**src/hdl/udp_config.svh**
```systemverilog
`ifndef UDP_CONFIG_SVH
`define UDP_CONFIG_SVH

// **********************************************************
// UDP layer build constants
// **********************************************************

// Fixed size of the UDP header on the wire.
// It holds the source port, destination port, length and checksum.
`define UDP_HDR_LEN 8

// Address width of the transmit payload FIFO.
// The largest payload the user can send is one FIFO's worth of bytes.
`define UDP_FIFO_AW 8

// Depth in bytes that follows from the address width.
`define UDP_FIFO_DEPTH (1 << `UDP_FIFO_AW)

`endif

```
**src/hdl/udp_hdr_pkg.sv**
```systemverilog
// **********************************************************
// Protocol field types
// **********************************************************

package udp_hdr_pkg;

  // One byte of any stream in the stack.
  typedef logic [7:0] byte_t;

  // Source or destination port of a UDP header.
  typedef logic [15:0] port_t;

  // UDP length field, header and payload together.
  // The IPv4 payload length uses the same width.
  typedef logic [15:0] udp_len_t;

  // UDP checksum field. Sent as zero and not checked on receive.
  typedef logic [15:0] chsum_t;

  // IPv4 address as it travels beside the byte streams.
  typedef logic [31:0] ipv4_addr_t;

endpackage

```
**src/hdl/udp_ctl_pkg.sv**
```systemverilog
`include "udp_config.svh"

// **********************************************************
// Control types
// **********************************************************

package udp_ctl_pkg;

  // Receive parser states.
  typedef enum logic [1:0] {rx_idle, rx_header, rx_payload, rx_drop} rx_state_t;

  // Transmit framer states.
  typedef enum logic [1:0] {tx_idle, tx_header, tx_payload} tx_state_t;

  // Fill count of the payload FIFO, wide enough to hold a full FIFO.
  typedef logic [`UDP_FIFO_AW:0] fifo_cnt_t;

endpackage

```
**src/hdl/udp_rx_parser.sv**
```systemverilog
`timescale 1ns/1ps
`include "udp_config.svh"

module udp_rx_parser (
  input  logic                    clk,
  input  logic                    fsm_rst,
  input  udp_hdr_pkg::port_t      local_port,
  input  udp_hdr_pkg::byte_t      rx_d,
  input  logic                    rx_v,
  input  logic                    rx_sof,
  input  logic                    rx_eof,
  input  logic                    rx_err,
  input  udp_hdr_pkg::ipv4_addr_t rx_src_ip,
  input  udp_hdr_pkg::udp_len_t   rx_ip_len,
  output udp_hdr_pkg::byte_t      up_d,
  output logic                    up_v,
  output logic                    up_sof,
  output logic                    up_eof,
  output logic                    up_err,
  output udp_hdr_pkg::ipv4_addr_t up_src_ip,
  output udp_hdr_pkg::port_t      up_src_port,
  output udp_hdr_pkg::udp_len_t   up_len
);

  localparam udp_hdr_pkg::udp_len_t HDR_LEN = `UDP_HDR_LEN;

  udp_ctl_pkg::rx_state_t state;
  udp_hdr_pkg::udp_len_t  byte_cnt;
  udp_hdr_pkg::udp_len_t  rcv_cnt;
  udp_hdr_pkg::udp_len_t  udp_len_q;
  logic                   err_seen;

  // Source port, destination port and length. The two checksum bytes are
  // never stored since the checksum is not verified.
  logic [47:0]            hdr_sr;
  udp_hdr_pkg::port_t     hdr_dst_port;
  udp_hdr_pkg::udp_len_t  hdr_len;
  logic                   hdr_last;
  logic                   accept;
  logic                   len_bad;

  assign hdr_dst_port = hdr_sr[31:16];
  assign hdr_len      = hdr_sr[15:0];
  assign rcv_cnt      = byte_cnt + 16'd1;

  // The eighth header byte is on rx_d right now, so the decision has to be
  // taken from the stored fields without waiting a cycle.
  assign hdr_last = rx_v && (state == udp_ctl_pkg::rx_header) && (byte_cnt == HDR_LEN - 16'd1);
  assign accept   = (hdr_dst_port == local_port) && (hdr_len > HDR_LEN) && !rx_eof;
  assign len_bad  = (rcv_cnt != udp_len_q) || (rcv_cnt != rx_ip_len);

  // **********************************************************
  // Packet state machine
  // **********************************************************

  always_ff @(posedge clk) begin
    if (fsm_rst) begin
      state    <= udp_ctl_pkg::rx_idle;
      byte_cnt <= '0;
      err_seen <= 1'b0;
    end else if (rx_v) begin
      byte_cnt <= rx_sof ? 16'd1 : rcv_cnt;
      err_seen <= rx_sof ? rx_err : (err_seen | rx_err);
      case (state)
        udp_ctl_pkg::rx_idle: begin
          if (rx_sof && !rx_eof) state <= udp_ctl_pkg::rx_header;
        end
        udp_ctl_pkg::rx_header: begin
          if (rx_eof) state <= udp_ctl_pkg::rx_idle;
          else if (hdr_last) state <= accept ? udp_ctl_pkg::rx_payload : udp_ctl_pkg::rx_drop;
        end
        udp_ctl_pkg::rx_payload, udp_ctl_pkg::rx_drop: begin
          if (rx_eof) state <= udp_ctl_pkg::rx_idle;
        end
        default: state <= udp_ctl_pkg::rx_idle;
      endcase
    end
  end

  // Header capture and side fields for the user.
  always_ff @(posedge clk) begin
    if (rx_v && ((state == udp_ctl_pkg::rx_idle && rx_sof) ||
                 (state == udp_ctl_pkg::rx_header && byte_cnt < HDR_LEN - 16'd2))) begin
      hdr_sr <= {hdr_sr[39:0], rx_d};
    end
    if (hdr_last && accept) begin
      up_src_ip   <= rx_src_ip;
      up_src_port <= hdr_sr[47:32];
      up_len      <= hdr_len - HDR_LEN;
      udp_len_q   <= hdr_len;
    end
  end

  // **********************************************************
  // User output
  // **********************************************************

  always_ff @(posedge clk) begin
    if (fsm_rst) begin
      up_v   <= 1'b0;
      up_sof <= 1'b0;
      up_eof <= 1'b0;
      up_err <= 1'b0;
    end else begin
      up_v   <= 1'b0;
      up_sof <= 1'b0;
      up_eof <= 1'b0;
      up_err <= 1'b0;
      if (rx_v && state == udp_ctl_pkg::rx_payload) begin
        up_v   <= 1'b1;
        up_sof <= (byte_cnt == HDR_LEN);
        up_eof <= rx_eof;
        up_err <= rx_eof && (len_bad || err_seen || rx_err);
      end
    end
  end

  always_ff @(posedge clk) begin
    if (rx_v && state == udp_ctl_pkg::rx_payload) up_d <= rx_d;
  end

endmodule

```
**src/hdl/udp_payload_fifo.sv**
```systemverilog
`timescale 1ns/1ps
`include "udp_config.svh"

module udp_payload_fifo #(
  parameter int AW = `UDP_FIFO_AW
) (
  input  logic                   clk,
  input  logic                   fsm_rst,
  input  udp_hdr_pkg::byte_t     wr_d,
  input  logic                   wr,
  input  logic                   rd,
  output udp_hdr_pkg::byte_t     rd_d,
  output logic                   empty,
  output udp_ctl_pkg::fifo_cnt_t count
);

  localparam int DEPTH = 1 << AW;

  udp_hdr_pkg::byte_t mem [DEPTH];

  // The extra pointer bit tells a full buffer from an empty one.
  logic [AW:0] wr_ptr;
  logic [AW:0] rd_ptr;
  logic        full;

  assign empty = (wr_ptr == rd_ptr);
  assign full  = (wr_ptr[AW] != rd_ptr[AW]) && (wr_ptr[AW-1:0] == rd_ptr[AW-1:0]);
  assign count = udp_ctl_pkg::fifo_cnt_t'(wr_ptr - rd_ptr);

  always_ff @(posedge clk) begin
    if (fsm_rst) begin
      wr_ptr <= '0;
      rd_ptr <= '0;
    end else begin
      if (wr && !full) wr_ptr <= wr_ptr + 1'b1;
      if (rd && !empty) rd_ptr <= rd_ptr + 1'b1;
    end
  end

  always_ff @(posedge clk) begin
    if (wr && !full) mem[wr_ptr[AW-1:0]] <= wr_d;
  end

  // Registered read port. rd_d keeps its byte until the next read.
  always_ff @(posedge clk) begin
    if (rd && !empty) rd_d <= mem[rd_ptr[AW-1:0]];
  end

endmodule

```
**src/hdl/udp_tx_framer.sv**
```systemverilog
`timescale 1ns/1ps
`include "udp_config.svh"

module udp_tx_framer (
  input  logic                    clk,
  input  logic                    fsm_rst,
  input  udp_hdr_pkg::port_t      local_port,
  input  logic                    dn_sof,
  input  logic                    dn_eof,
  input  udp_hdr_pkg::ipv4_addr_t dn_dst_ip,
  input  udp_hdr_pkg::port_t      dn_dst_port,
  output logic                    dn_busy,
  input  logic                    fifo_empty,
  input  udp_ctl_pkg::fifo_cnt_t  fifo_count,
  output logic                    fifo_rd,
  input  udp_hdr_pkg::byte_t      fifo_d,
  output udp_hdr_pkg::byte_t      tx_d,
  output logic                    tx_v,
  output logic                    tx_sof,
  output logic                    tx_eof,
  input  logic                    tx_ready,
  output udp_hdr_pkg::ipv4_addr_t tx_dst_ip,
  output udp_hdr_pkg::udp_len_t   tx_len
);

  localparam udp_hdr_pkg::udp_len_t HDR_LEN  = `UDP_HDR_LEN;
  localparam logic [2:0]            HDR_LAST = 3'(`UDP_HDR_LEN - 1);
  localparam udp_hdr_pkg::chsum_t   TX_CHSUM = '0;

  udp_ctl_pkg::tx_state_t    state;
  logic [2:0]                hdr_idx;
  udp_hdr_pkg::port_t        dst_port_q;
  logic [8*`UDP_HDR_LEN-1:0] hdr_word;
  udp_hdr_pkg::byte_t        hdr_byte;
  logic                      out_free;
  logic                      hdr_load;
  logic                      pl_load;
  logic                      eof_done;

  // The output register may take a new byte when it is empty or its byte
  // is being accepted in this cycle.
  assign out_free = !tx_v || tx_ready;
  assign hdr_load = out_free && (state == udp_ctl_pkg::tx_header);
  assign pl_load  = out_free && (state == udp_ctl_pkg::tx_payload) && !tx_eof;
  assign eof_done = tx_v && tx_ready && tx_eof;

  // Most significant byte of each field goes first.
  assign hdr_word = {local_port, dst_port_q, tx_len, TX_CHSUM};
  assign hdr_byte = hdr_word[8*(HDR_LAST - hdr_idx) +: 8];

  // While in payload with tx_eof low there is always one unsent byte on
  // fifo_d, so the next read is issued exactly when that byte is loaded.
  assign fifo_rd = (hdr_load && hdr_idx == HDR_LAST) || (pl_load && !fifo_empty);

  // **********************************************************
  // Frame sequencing
  // **********************************************************

  always_ff @(posedge clk) begin
    if (fsm_rst) begin
      state   <= udp_ctl_pkg::tx_idle;
      hdr_idx <= '0;
      dn_busy <= 1'b0;
    end else begin
      if (dn_sof) dn_busy <= 1'b1;
      else if (eof_done) dn_busy <= 1'b0;
      case (state)
        udp_ctl_pkg::tx_idle: begin
          if (dn_eof) begin
            state   <= udp_ctl_pkg::tx_header;
            hdr_idx <= '0;
          end
        end
        udp_ctl_pkg::tx_header: begin
          if (out_free) begin
            hdr_idx <= hdr_idx + 3'd1;
            if (hdr_idx == HDR_LAST) state <= udp_ctl_pkg::tx_payload;
          end
        end
        udp_ctl_pkg::tx_payload: begin
          if (eof_done) state <= udp_ctl_pkg::tx_idle;
        end
        default: state <= udp_ctl_pkg::tx_idle;
      endcase
    end
  end

  // The last payload byte lands in the FIFO one cycle after dn_eof, so the
  // length is taken while the first header byte goes out.
  always_ff @(posedge clk) begin
    if (dn_sof) begin
      tx_dst_ip  <= dn_dst_ip;
      dst_port_q <= dn_dst_port;
    end
    if (state == udp_ctl_pkg::tx_header && hdr_idx == 3'd0) begin
      tx_len <= udp_hdr_pkg::udp_len_t'(fifo_count) + HDR_LEN;
    end
  end

  // **********************************************************
  // Output register
  // **********************************************************

  always_ff @(posedge clk) begin
    if (fsm_rst) begin
      tx_v   <= 1'b0;
      tx_sof <= 1'b0;
      tx_eof <= 1'b0;
    end else if (out_free) begin
      tx_v   <= hdr_load || pl_load;
      tx_sof <= hdr_load && (hdr_idx == 3'd0);
      tx_eof <= pl_load && fifo_empty;
    end
  end

  always_ff @(posedge clk) begin
    if (hdr_load) tx_d <= hdr_byte;
    else if (pl_load) tx_d <= fifo_d;
  end

endmodule

```
**src/hdl/udp_layer.sv**
```systemverilog
`timescale 1ns/1ps

module udp_layer (
  input  logic                    clk,
  input  logic                    fsm_rst,
  input  udp_hdr_pkg::port_t      local_port,
  input  udp_hdr_pkg::byte_t      rx_d,
  input  logic                    rx_v,
  input  logic                    rx_sof,
  input  logic                    rx_eof,
  input  logic                    rx_err,
  input  udp_hdr_pkg::ipv4_addr_t rx_src_ip,
  input  udp_hdr_pkg::udp_len_t   rx_ip_len,
  output udp_hdr_pkg::byte_t      up_d,
  output logic                    up_v,
  output logic                    up_sof,
  output logic                    up_eof,
  output logic                    up_err,
  output udp_hdr_pkg::ipv4_addr_t up_src_ip,
  output udp_hdr_pkg::port_t      up_src_port,
  output udp_hdr_pkg::udp_len_t   up_len,
  input  udp_hdr_pkg::byte_t      dn_d,
  input  logic                    dn_v,
  input  logic                    dn_sof,
  input  logic                    dn_eof,
  input  udp_hdr_pkg::ipv4_addr_t dn_dst_ip,
  input  udp_hdr_pkg::port_t      dn_dst_port,
  output logic                    dn_busy,
  output udp_hdr_pkg::byte_t      tx_d,
  output logic                    tx_v,
  output logic                    tx_sof,
  output logic                    tx_eof,
  input  logic                    tx_ready,
  output udp_hdr_pkg::ipv4_addr_t tx_dst_ip,
  output udp_hdr_pkg::udp_len_t   tx_len
);

  logic                   fifo_rd;
  logic                   fifo_empty;
  udp_hdr_pkg::byte_t     fifo_d;
  udp_ctl_pkg::fifo_cnt_t fifo_count;

  udp_rx_parser udp_rx_parser_inst (
    .clk         (clk),
    .fsm_rst     (fsm_rst),
    .local_port  (local_port),
    .rx_d        (rx_d),
    .rx_v        (rx_v),
    .rx_sof      (rx_sof),
    .rx_eof      (rx_eof),
    .rx_err      (rx_err),
    .rx_src_ip   (rx_src_ip),
    .rx_ip_len   (rx_ip_len),
    .up_d        (up_d),
    .up_v        (up_v),
    .up_sof      (up_sof),
    .up_eof      (up_eof),
    .up_err      (up_err),
    .up_src_ip   (up_src_ip),
    .up_src_port (up_src_port),
    .up_len      (up_len)
  );

  // The user payload is written straight into the FIFO.
  udp_payload_fifo udp_payload_fifo_inst (
    .clk     (clk),
    .fsm_rst (fsm_rst),
    .wr_d    (dn_d),
    .wr      (dn_v),
    .rd      (fifo_rd),
    .rd_d    (fifo_d),
    .empty   (fifo_empty),
    .count   (fifo_count)
  );

  udp_tx_framer udp_tx_framer_inst (
    .clk         (clk),
    .fsm_rst     (fsm_rst),
    .local_port  (local_port),
    .dn_sof      (dn_sof),
    .dn_eof      (dn_eof),
    .dn_dst_ip   (dn_dst_ip),
    .dn_dst_port (dn_dst_port),
    .dn_busy     (dn_busy),
    .fifo_empty  (fifo_empty),
    .fifo_count  (fifo_count),
    .fifo_rd     (fifo_rd),
    .fifo_d      (fifo_d),
    .tx_d        (tx_d),
    .tx_v        (tx_v),
    .tx_sof      (tx_sof),
    .tx_eof      (tx_eof),
    .tx_ready    (tx_ready),
    .tx_dst_ip   (tx_dst_ip),
    .tx_len      (tx_len)
  );

endmodule

```
**config.mk**
```make
export PLATFORM = sky130hd
export DESIGN_NAME = udp_layer
export DESIGN_NICKNAME = d
export VERILOG_FILES = /design/src/hdl/udp_hdr_pkg.sv /design/src/hdl/udp_ctl_pkg.sv /design/src/hdl/udp_rx_parser.sv /design/src/hdl/udp_payload_fifo.sv /design/src/hdl/udp_tx_framer.sv /design/src/hdl/udp_layer.sv
export VERILOG_INCLUDE_DIRS = /design/src /design/src/hdl
export SDC_FILE = /design/constraint.sdc
export NUM_CORES = 2
export LEC_CHECK = 0
export ABC_AREA = 0
export BUFFER_PORTS_ARGS = -buffer_cell sky130_fd_sc_hd__buf_2
export CORE_AREA = 2 2 337 473
export CTS_CLUSTER_SIZE = 25
export DETAILED_ROUTE_END_ITERATION = 8
export DIE_AREA = 0 0 339 475
export PLACE_DENSITY = 0.75
export SLEW_MARGIN = 5
export SYNTH_ARGS = -nofsm -noshare
export SYNTH_HDL_FRONTEND = slang
export SYNTH_SLANG_ARGS = --single-unit
```
**constraint.sdc**
```tcl
create_clock -name clk -period 24.6 [get_ports clk]
set_clock_uncertainty 0.2 [all_clocks]
set_input_delay 0 -clock clk [delete_from_list [all_inputs] [get_ports clk]]
set_output_delay 0 -clock clk [all_outputs]
set_load 0.02 [all_outputs]
```
; ---- Yosys cells after proc, flatten, opt, wreduce, memory -nomap -nowiden
; Memory sizes are Yosys's and may differ from the RTL's. A register that Yosys moved wholly into a read port is not among the register bits.
; Cells that the tools add are included.
[op_classes]
n_shift = 1
mux = 23
n_addsub = 8
n_lt_le_gt_ge = 2
reduce_logical = 47
eq_ne = 21
n_bitwise = 2
[op_table]
columns = cell, count
row1 = 64-bit by 33-bit variable part select with 8-bit output, 1
row2 = 16-bit != test, 2
row3 = 1-bit logical AND, 24
row4 = 9-bit by 1-bit adder with 9-bit output (second input constant), 2
row5 = 16-bit by 1-bit adder with 16-bit output (second input constant), 1
row6 = 16-bit equality test, 1
row7 = 16-bit by 3-bit equality test with 1-bit output (second input constant), 1
row8 = 16-bit by 4-bit equality test with 1-bit output (second input constant), 1
row9 = 16-bit by 4-bit greater-than comparator with 1-bit output (second input constant), 1
row10 = 16-bit by 3-bit < comparator with 1-bit output (second input constant), 1
row11 = 16-bit two-way mux, 1
row12 = 2-bit two-way mux, 8
row13 = 8-bit two-way mux, 2
row14 = 16-bit by 4-bit subtractor with 16-bit output (second input constant), 1
row15 = 2-bit case mux with 3 select lines, 2
row16 = 9-bit by 4-bit adder with 10-bit output (second input constant), 1
row17 = 9-bit equality test, 1
row18 = 9-bit subtractor, 1
row19 = 8-bit equality test, 1
row20 = 4-bit AND reduction, 2
row21 = 1-bit logical OR, 7
row22 = 1-bit two-way mux, 7
row23 = 2-bit equality test (second input constant), 3
row24 = 3-bit two-way mux, 2
row25 = other kinds (17), 30
[word_totals]
memories = 1
in_bits = 138
ram_bits = 2048
ff_bits = 258
[memory_table]
columns = memory, words, width, rd, rd_ports_with_merged_regs, wr, line
row1 = udp_payload_fifo_inst.mem, 256, 8, 1, 1, 1, udp_payload_fifo.sv:19  ; udp_hdr_pkg::byte_t mem [DEPTH];

; ---- Depth between registers and ports, before layout
[logic_depth]
ltp_word = 7
ltp_mapped = 14
depth_no_buf = 10

; ---- Hierarchy
; Synthesis repeated with hierarchy kept, for this count alone.
[hier_totals]
hier_cells = 4425
hier_area_um2 = 90214.0
[by_module_without_submodules]
columns = mod, area_per_inst_um2, instances, seq_area_each_um2, cells_each
row1 = udp_payload_fifo, 80905.1, 1, 62099.6, 3789
row2 = udp_rx_parser, 6326.1, 1, 4454.3, 450
row3 = udp_tx_framer, 2982.9, 1, 2162.1, 186

; ---- Least setup slack after synthesis
; Ideal clock, no wire load.
[synth_timing]
path_type = flip-flop to flip-flop
from = register udp_rx_parser_inst.byte_cnt[9]
to = register udp_rx_parser_inst.udp_len_q[0], enable pin
stages_incl_launch_ff = 7
t_required_ps = 23697
setup_slack_ps = 15199
arrival_time_ps = 8498
period_less_slack_ps = 9401
setup_ps = 703
n_path_buf = 1
cell_sequence = dfxtp_1 clkbuf_1 nor4_1 nand3_1 nor4_1 nand3_1 nor4_1
[synth_via]
elab_chain_cells = 3
[synth_rtl]
columns = element, line
row1 = start: declaration, udp_rx_parser.sv:28  ; udp_hdr_pkg::udp_len_t byte_cnt;
row2 = start signal: assignment, udp_rx_parser.sv:62  ; byte_cnt <= rx_sof ? 16'd1 : rcv_cnt;
row3 = 16-bit by 3-bit equality test with 1-bit output, udp_rx_parser.sv:48  ; assign hdr_last = rx_v && (state == udp_ctl_pkg::rx_header) && (byte_cnt == HDR_LEN - 16'd1);
row4 = 1-bit logical AND, udp_rx_parser.sv:48
row5 = 1-bit logical AND, udp_rx_parser.sv:86  ; if (hdr_last && accept) begin
row6 = end signal: assignment, udp_rx_parser.sv:90  ; udp_len_q <= hdr_len;
row7 = end: declaration, udp_rx_parser.sv:30  ; udp_hdr_pkg::udp_len_t udp_len_q;
; No other way between the ends.
; A chain may end at the register's enable or synchronous reset.

; ---- Final worst setup path
[layout_timing]
from = register udp_payload_fifo_inst.rd_ptr[0]
to = register udp_payload_fifo_inst.rd_d[1], read port of udp_payload_fifo_inst.mem (data pin)
[layout_via]
elab_chain_cells = 5
[layout_rtl]
columns = element, line
row1 = start: declaration, udp_payload_fifo.sv:23  ; logic [AW:0] rd_ptr;
row2 = start signal: assignment, udp_payload_fifo.sv:36  ; if (rd && !empty) rd_ptr <= rd_ptr + 1'b1;
row3 = 9-bit equality test, udp_payload_fifo.sv:26  ; assign empty = (wr_ptr == rd_ptr);
row4 = 1-bit logical NOT, "udp_payload_fifo.sv:46, udp_tx_framer.sv:53"
row5 = 1-bit logical AND, udp_tx_framer.sv:53  ; assign fifo_rd = (hdr_load && hdr_idx == HDR_LAST) || (pl_load && !fifo_empty);
row6 = 1-bit logical OR, udp_tx_framer.sv:53
row7 = 1-bit logical AND, udp_payload_fifo.sv:46  ; if (rd && !empty) rd_d <= mem[rd_ptr[AW-1:0]];
row8 = end: declaration, udp_payload_fifo.sv:12  ; output udp_hdr_pkg::byte_t rd_d,
; Several ways; a longest one is shown, not always the timed one.

==> results by group <==
Critical path
  – CP Launch Type: register
  – Worst path cell trace: buf_4 -> buf_12 -> buf_4 -> mux4_1 -> mux2i_1 -> o22ai_1 -> or4_1 -> nor3_1 -> o31ai_1
  – Critical Path Fanout Max: 105
  – CP Data Required Time: 24960 ps
  – R2r setup slk: 18310 ps
  – CP endpoint kind: register
  – Kind of critical path: register to register
  – Critical Path AT: 6650 ps
  – CP max stage delay: 940 ps
  – CP max-delay cell: nor3_1
  – Cell mode on critical path: buf_4

Synth
  – Leading area contributor after synthesis: edfxtp_1
  – Synth Flop Type: edfxtp_1
  – Synth Cell Area: 90500 µm²
  – Synth cell types: 88
  – Cells after synthesis: 4575
  – Synth top area cells: edfxtp_1, mux4_2, mux2i_1, nor2_1, dfxtp_1
  – Number of synthesized flops with an enable pin: 2255
  – Fraction of registers with async set/reset: 0%
  – FF+latch count, synth: 2305
  – Register area share after synthesis: 75.9%
  – Mean Syn Cell Area: 19.8 µm²
  – Top cell type's share of synthesized area: 74.8%
  – Yosys Warn Count: 0

Clock network
  – Root buf cell: clkbuf_16
  – Cts bufs inserted: 193
  – CTS tree: yes
  – Clock slew at reported path FFs: 70 ps
  – CTS Sinks: 2305
  – Clock Path Buffers: 3
  – H-tree depth: 4
  – Post-CTS setup buffers: 0
  – Worst-skew pair later-pin latency: 850 ps

GRT
  – Initial antenna violation count: 11
  – Vias in the first global route: 49.7k
  – First-pass GRT wire length: 358 mm
  – Total gr overflow: 0
  – Total GRT Usage: 31.2%
  – Largest net degree at the start of global routing: 122

STA
  – Min Tclk post-route: 6290 ps
  – Final setup viols: 0
  – Final Hold Viols: 0
  – Measured slew at the worst slew-check pin: 1550 ps
  – Final worst-path cycle share: 25.6%
  – Fin Hold WS: 67.1 ps
  – Slew Viols, Final: 2
  – Total negative slack: 0 ps
  – Worst rel slew slack: -4.93%
  – RSZ-0062 raised after global routing: no
  – F_max: 159 MHz

Place
  – IO Port Bufs: 267
  – Placed cells: 6762
  – Post-DP HPWL: 149 mm
  – Final GP Congestion: 0.959

Drt
  – DR iter-0 viols: 7209
  – Vias per cell: 6.73
  – Total number of vias: 49.5k
  – Router iterations before antenna repair: 6
  – Post-route ant nets: 0
  – Wire length per cell: 34.1 µm
  – Routed wire length: 251 mm
  – Remaining DRCs: 0

Floorplanning
  – Die height: 475 µm
  – Initial Util: 57.8%
  – Row count: 172
  – Die area: 161000 µm²
  – Io pins: 274
  – Die X: 339 µm
  – Core box area: 156000 µm²

Layout
  – Nets@finish: 5258
  – Share of cells above drive strength 1: 21.5%
  – Most frequent cells in the layout: edfxtp_1, mux4_2, nor2_1
  – Area grow syn2layout: 13.0%
  – Finished Layout Cells: 7361
  – Leading cell type in the layout, fill and taps excluded: edfxtp_1

Worst hold path
  – Min-delay worst type: primary input to register

Pwr
  – Peak VDD IR: 68.4 µV
  – Pwr dens: 74.8 nW/µm²
  – Leakage: 31.8 nW

Run status
  – Status: finished with violations
  – Violations in the final reports: max-capacitance violations, max-slew violations

Job
  – Max cap viols: 1
[Yosys cell counts (21+ instances only)]
cell and instances:
nor2b_1 30, o21ai_0 61, buf_4 25, buf_6 26
a211oi_1 21, nor3_1 35, nand2_1 177, mux4_2 433
nor2_1 362, xnor2_1 25, clkbuf_1 105, a221oi_1 28
inv_1 21, mux2i_1 179, nand4_1 22, a21oi_1 99
xor2_1 40, buf_2 63, a22oi_1 69, mux4_1 21
nand3_1 52, o22ai_1 41, dfxtp_1 50, nor4_1 22
edfxtp_1 2255
[cell families after synthesis]
logic type / after synthesis / share of synthesized area, %
flip-flops: 2305 / 75.9
AND/OR/NAND/NOR: 790 / 3.93
multiplexers: 646 / 13.5
AO/OA/AOI/OAI: 457 / 3.52
buffers and inverters: 290 / 2.16
XOR/XNOR: 65 / 0.629
adder cells (fa/ha/maj): 21 / 0.299
other: 1 / 0.00414
[per-layer routing]
layer	up-vias	part of all wire, %	global-route usage (%)
li1	19700	-	-
met2	3742	49	50.7
met3	902	11	7.52
met1	25100	33	37.4
met4	10	7.7	20.8
met5	-	0.027	0
[flip-flops by register name, summed over array words and instances (netlist names), 2 cells and up]
| register | flops |
|---|---|
| udp_tx_framer_inst.state | 2 |
| udp_payload_fifo_inst.mem | 2048 |
| udp_rx_parser_inst.state | 2 |
| udp_rx_parser_inst.hdr_sr | 48 |
| udp_rx_parser_inst.up_len | 13 |
| udp_tx_framer_inst.tx_d | 8 |
| udp_tx_framer_inst.dst_port_q | 16 |
| udp_payload_fifo_inst.rd_ptr | 9 |
| udp_payload_fifo_inst.rd_d | 8 |
| udp_rx_parser_inst.up_src_ip | 32 |
| udp_rx_parser_inst.up_d | 8 |
| udp_rx_parser_inst.byte_cnt | 16 |
| udp_tx_framer_inst.tx_len | 10 |
| udp_tx_framer_inst.tx_dst_ip | 32 |
| udp_rx_parser_inst.udp_len_q | 16 |
| udp_rx_parser_inst.up_src_port | 16 |
| udp_payload_fifo_inst.wr_ptr | 9 |
| udp_tx_framer_inst.hdr_idx | 3 |
[critical path: cells and delay by family, from the launching register on]
family          cells  cell delay, ps
buf+inv             3            1980
simple gates        2            1550
mux                 2            1000
flops               1             730
compound gates      2             260
[power by group]
| part | total (mW) | switching, mW | internal (mW) |
|---|---|---|---|
| clock | 3.14 | 1.39 | 1.74 |
| sequential | 4.34 | 0.0131 | 4.33 |
| combinational | 0.176 | 0.121 | 0.0549 |
[area by class of cell]
class / count / area (µm²)
antenna: 10 / 25.0
clock buffer: 234 / 5130
clock inverter: 125 / 1290
fill: 9817 / 54200
inverter: 26 / 100
multi-input combinational: 1985 / 19900
sequential: 2305 / 68700
tap: 2088 / 2610
timing repair buffer: 588 / 4440
[repair_timing]
action	4_1_cts	5_1_grt
hold buffers	230	0
endpoints found under the hold margin	1119	0
resized for setup	0	0
[per-stage QoR]
stage	setup WS, ps	instance area [µm²]	utilization (%)	power [mW]
floorplan	15200	90500	-	4.46
global placement	18400	93500	59.8	4.56
detailed placement	18390	93500	59.8	4.57
CTS	18400	102000	65.3	7.65
global route	18170	102000	65.3	7.81
finish	18310	102000	65.4	7.65
[final timing paths]
path / start / endpoint / depth (start not counted)
min: rx_v / udp_rx_parser_inst.byte_cnt[14] / 5
max: udp_payload_fifo_inst.rd_ptr[0] / udp_payload_fifo_inst.rd_d[1] / 9
min reg2reg: udp_rx_parser_inst.hdr_sr[42] / udp_rx_parser_inst.up_src_port[10] / 0
max reg2reg: udp_payload_fifo_inst.rd_ptr[0] / udp_payload_fifo_inst.rd_d[1] / 9
Power figures use the tool's default switching activity.
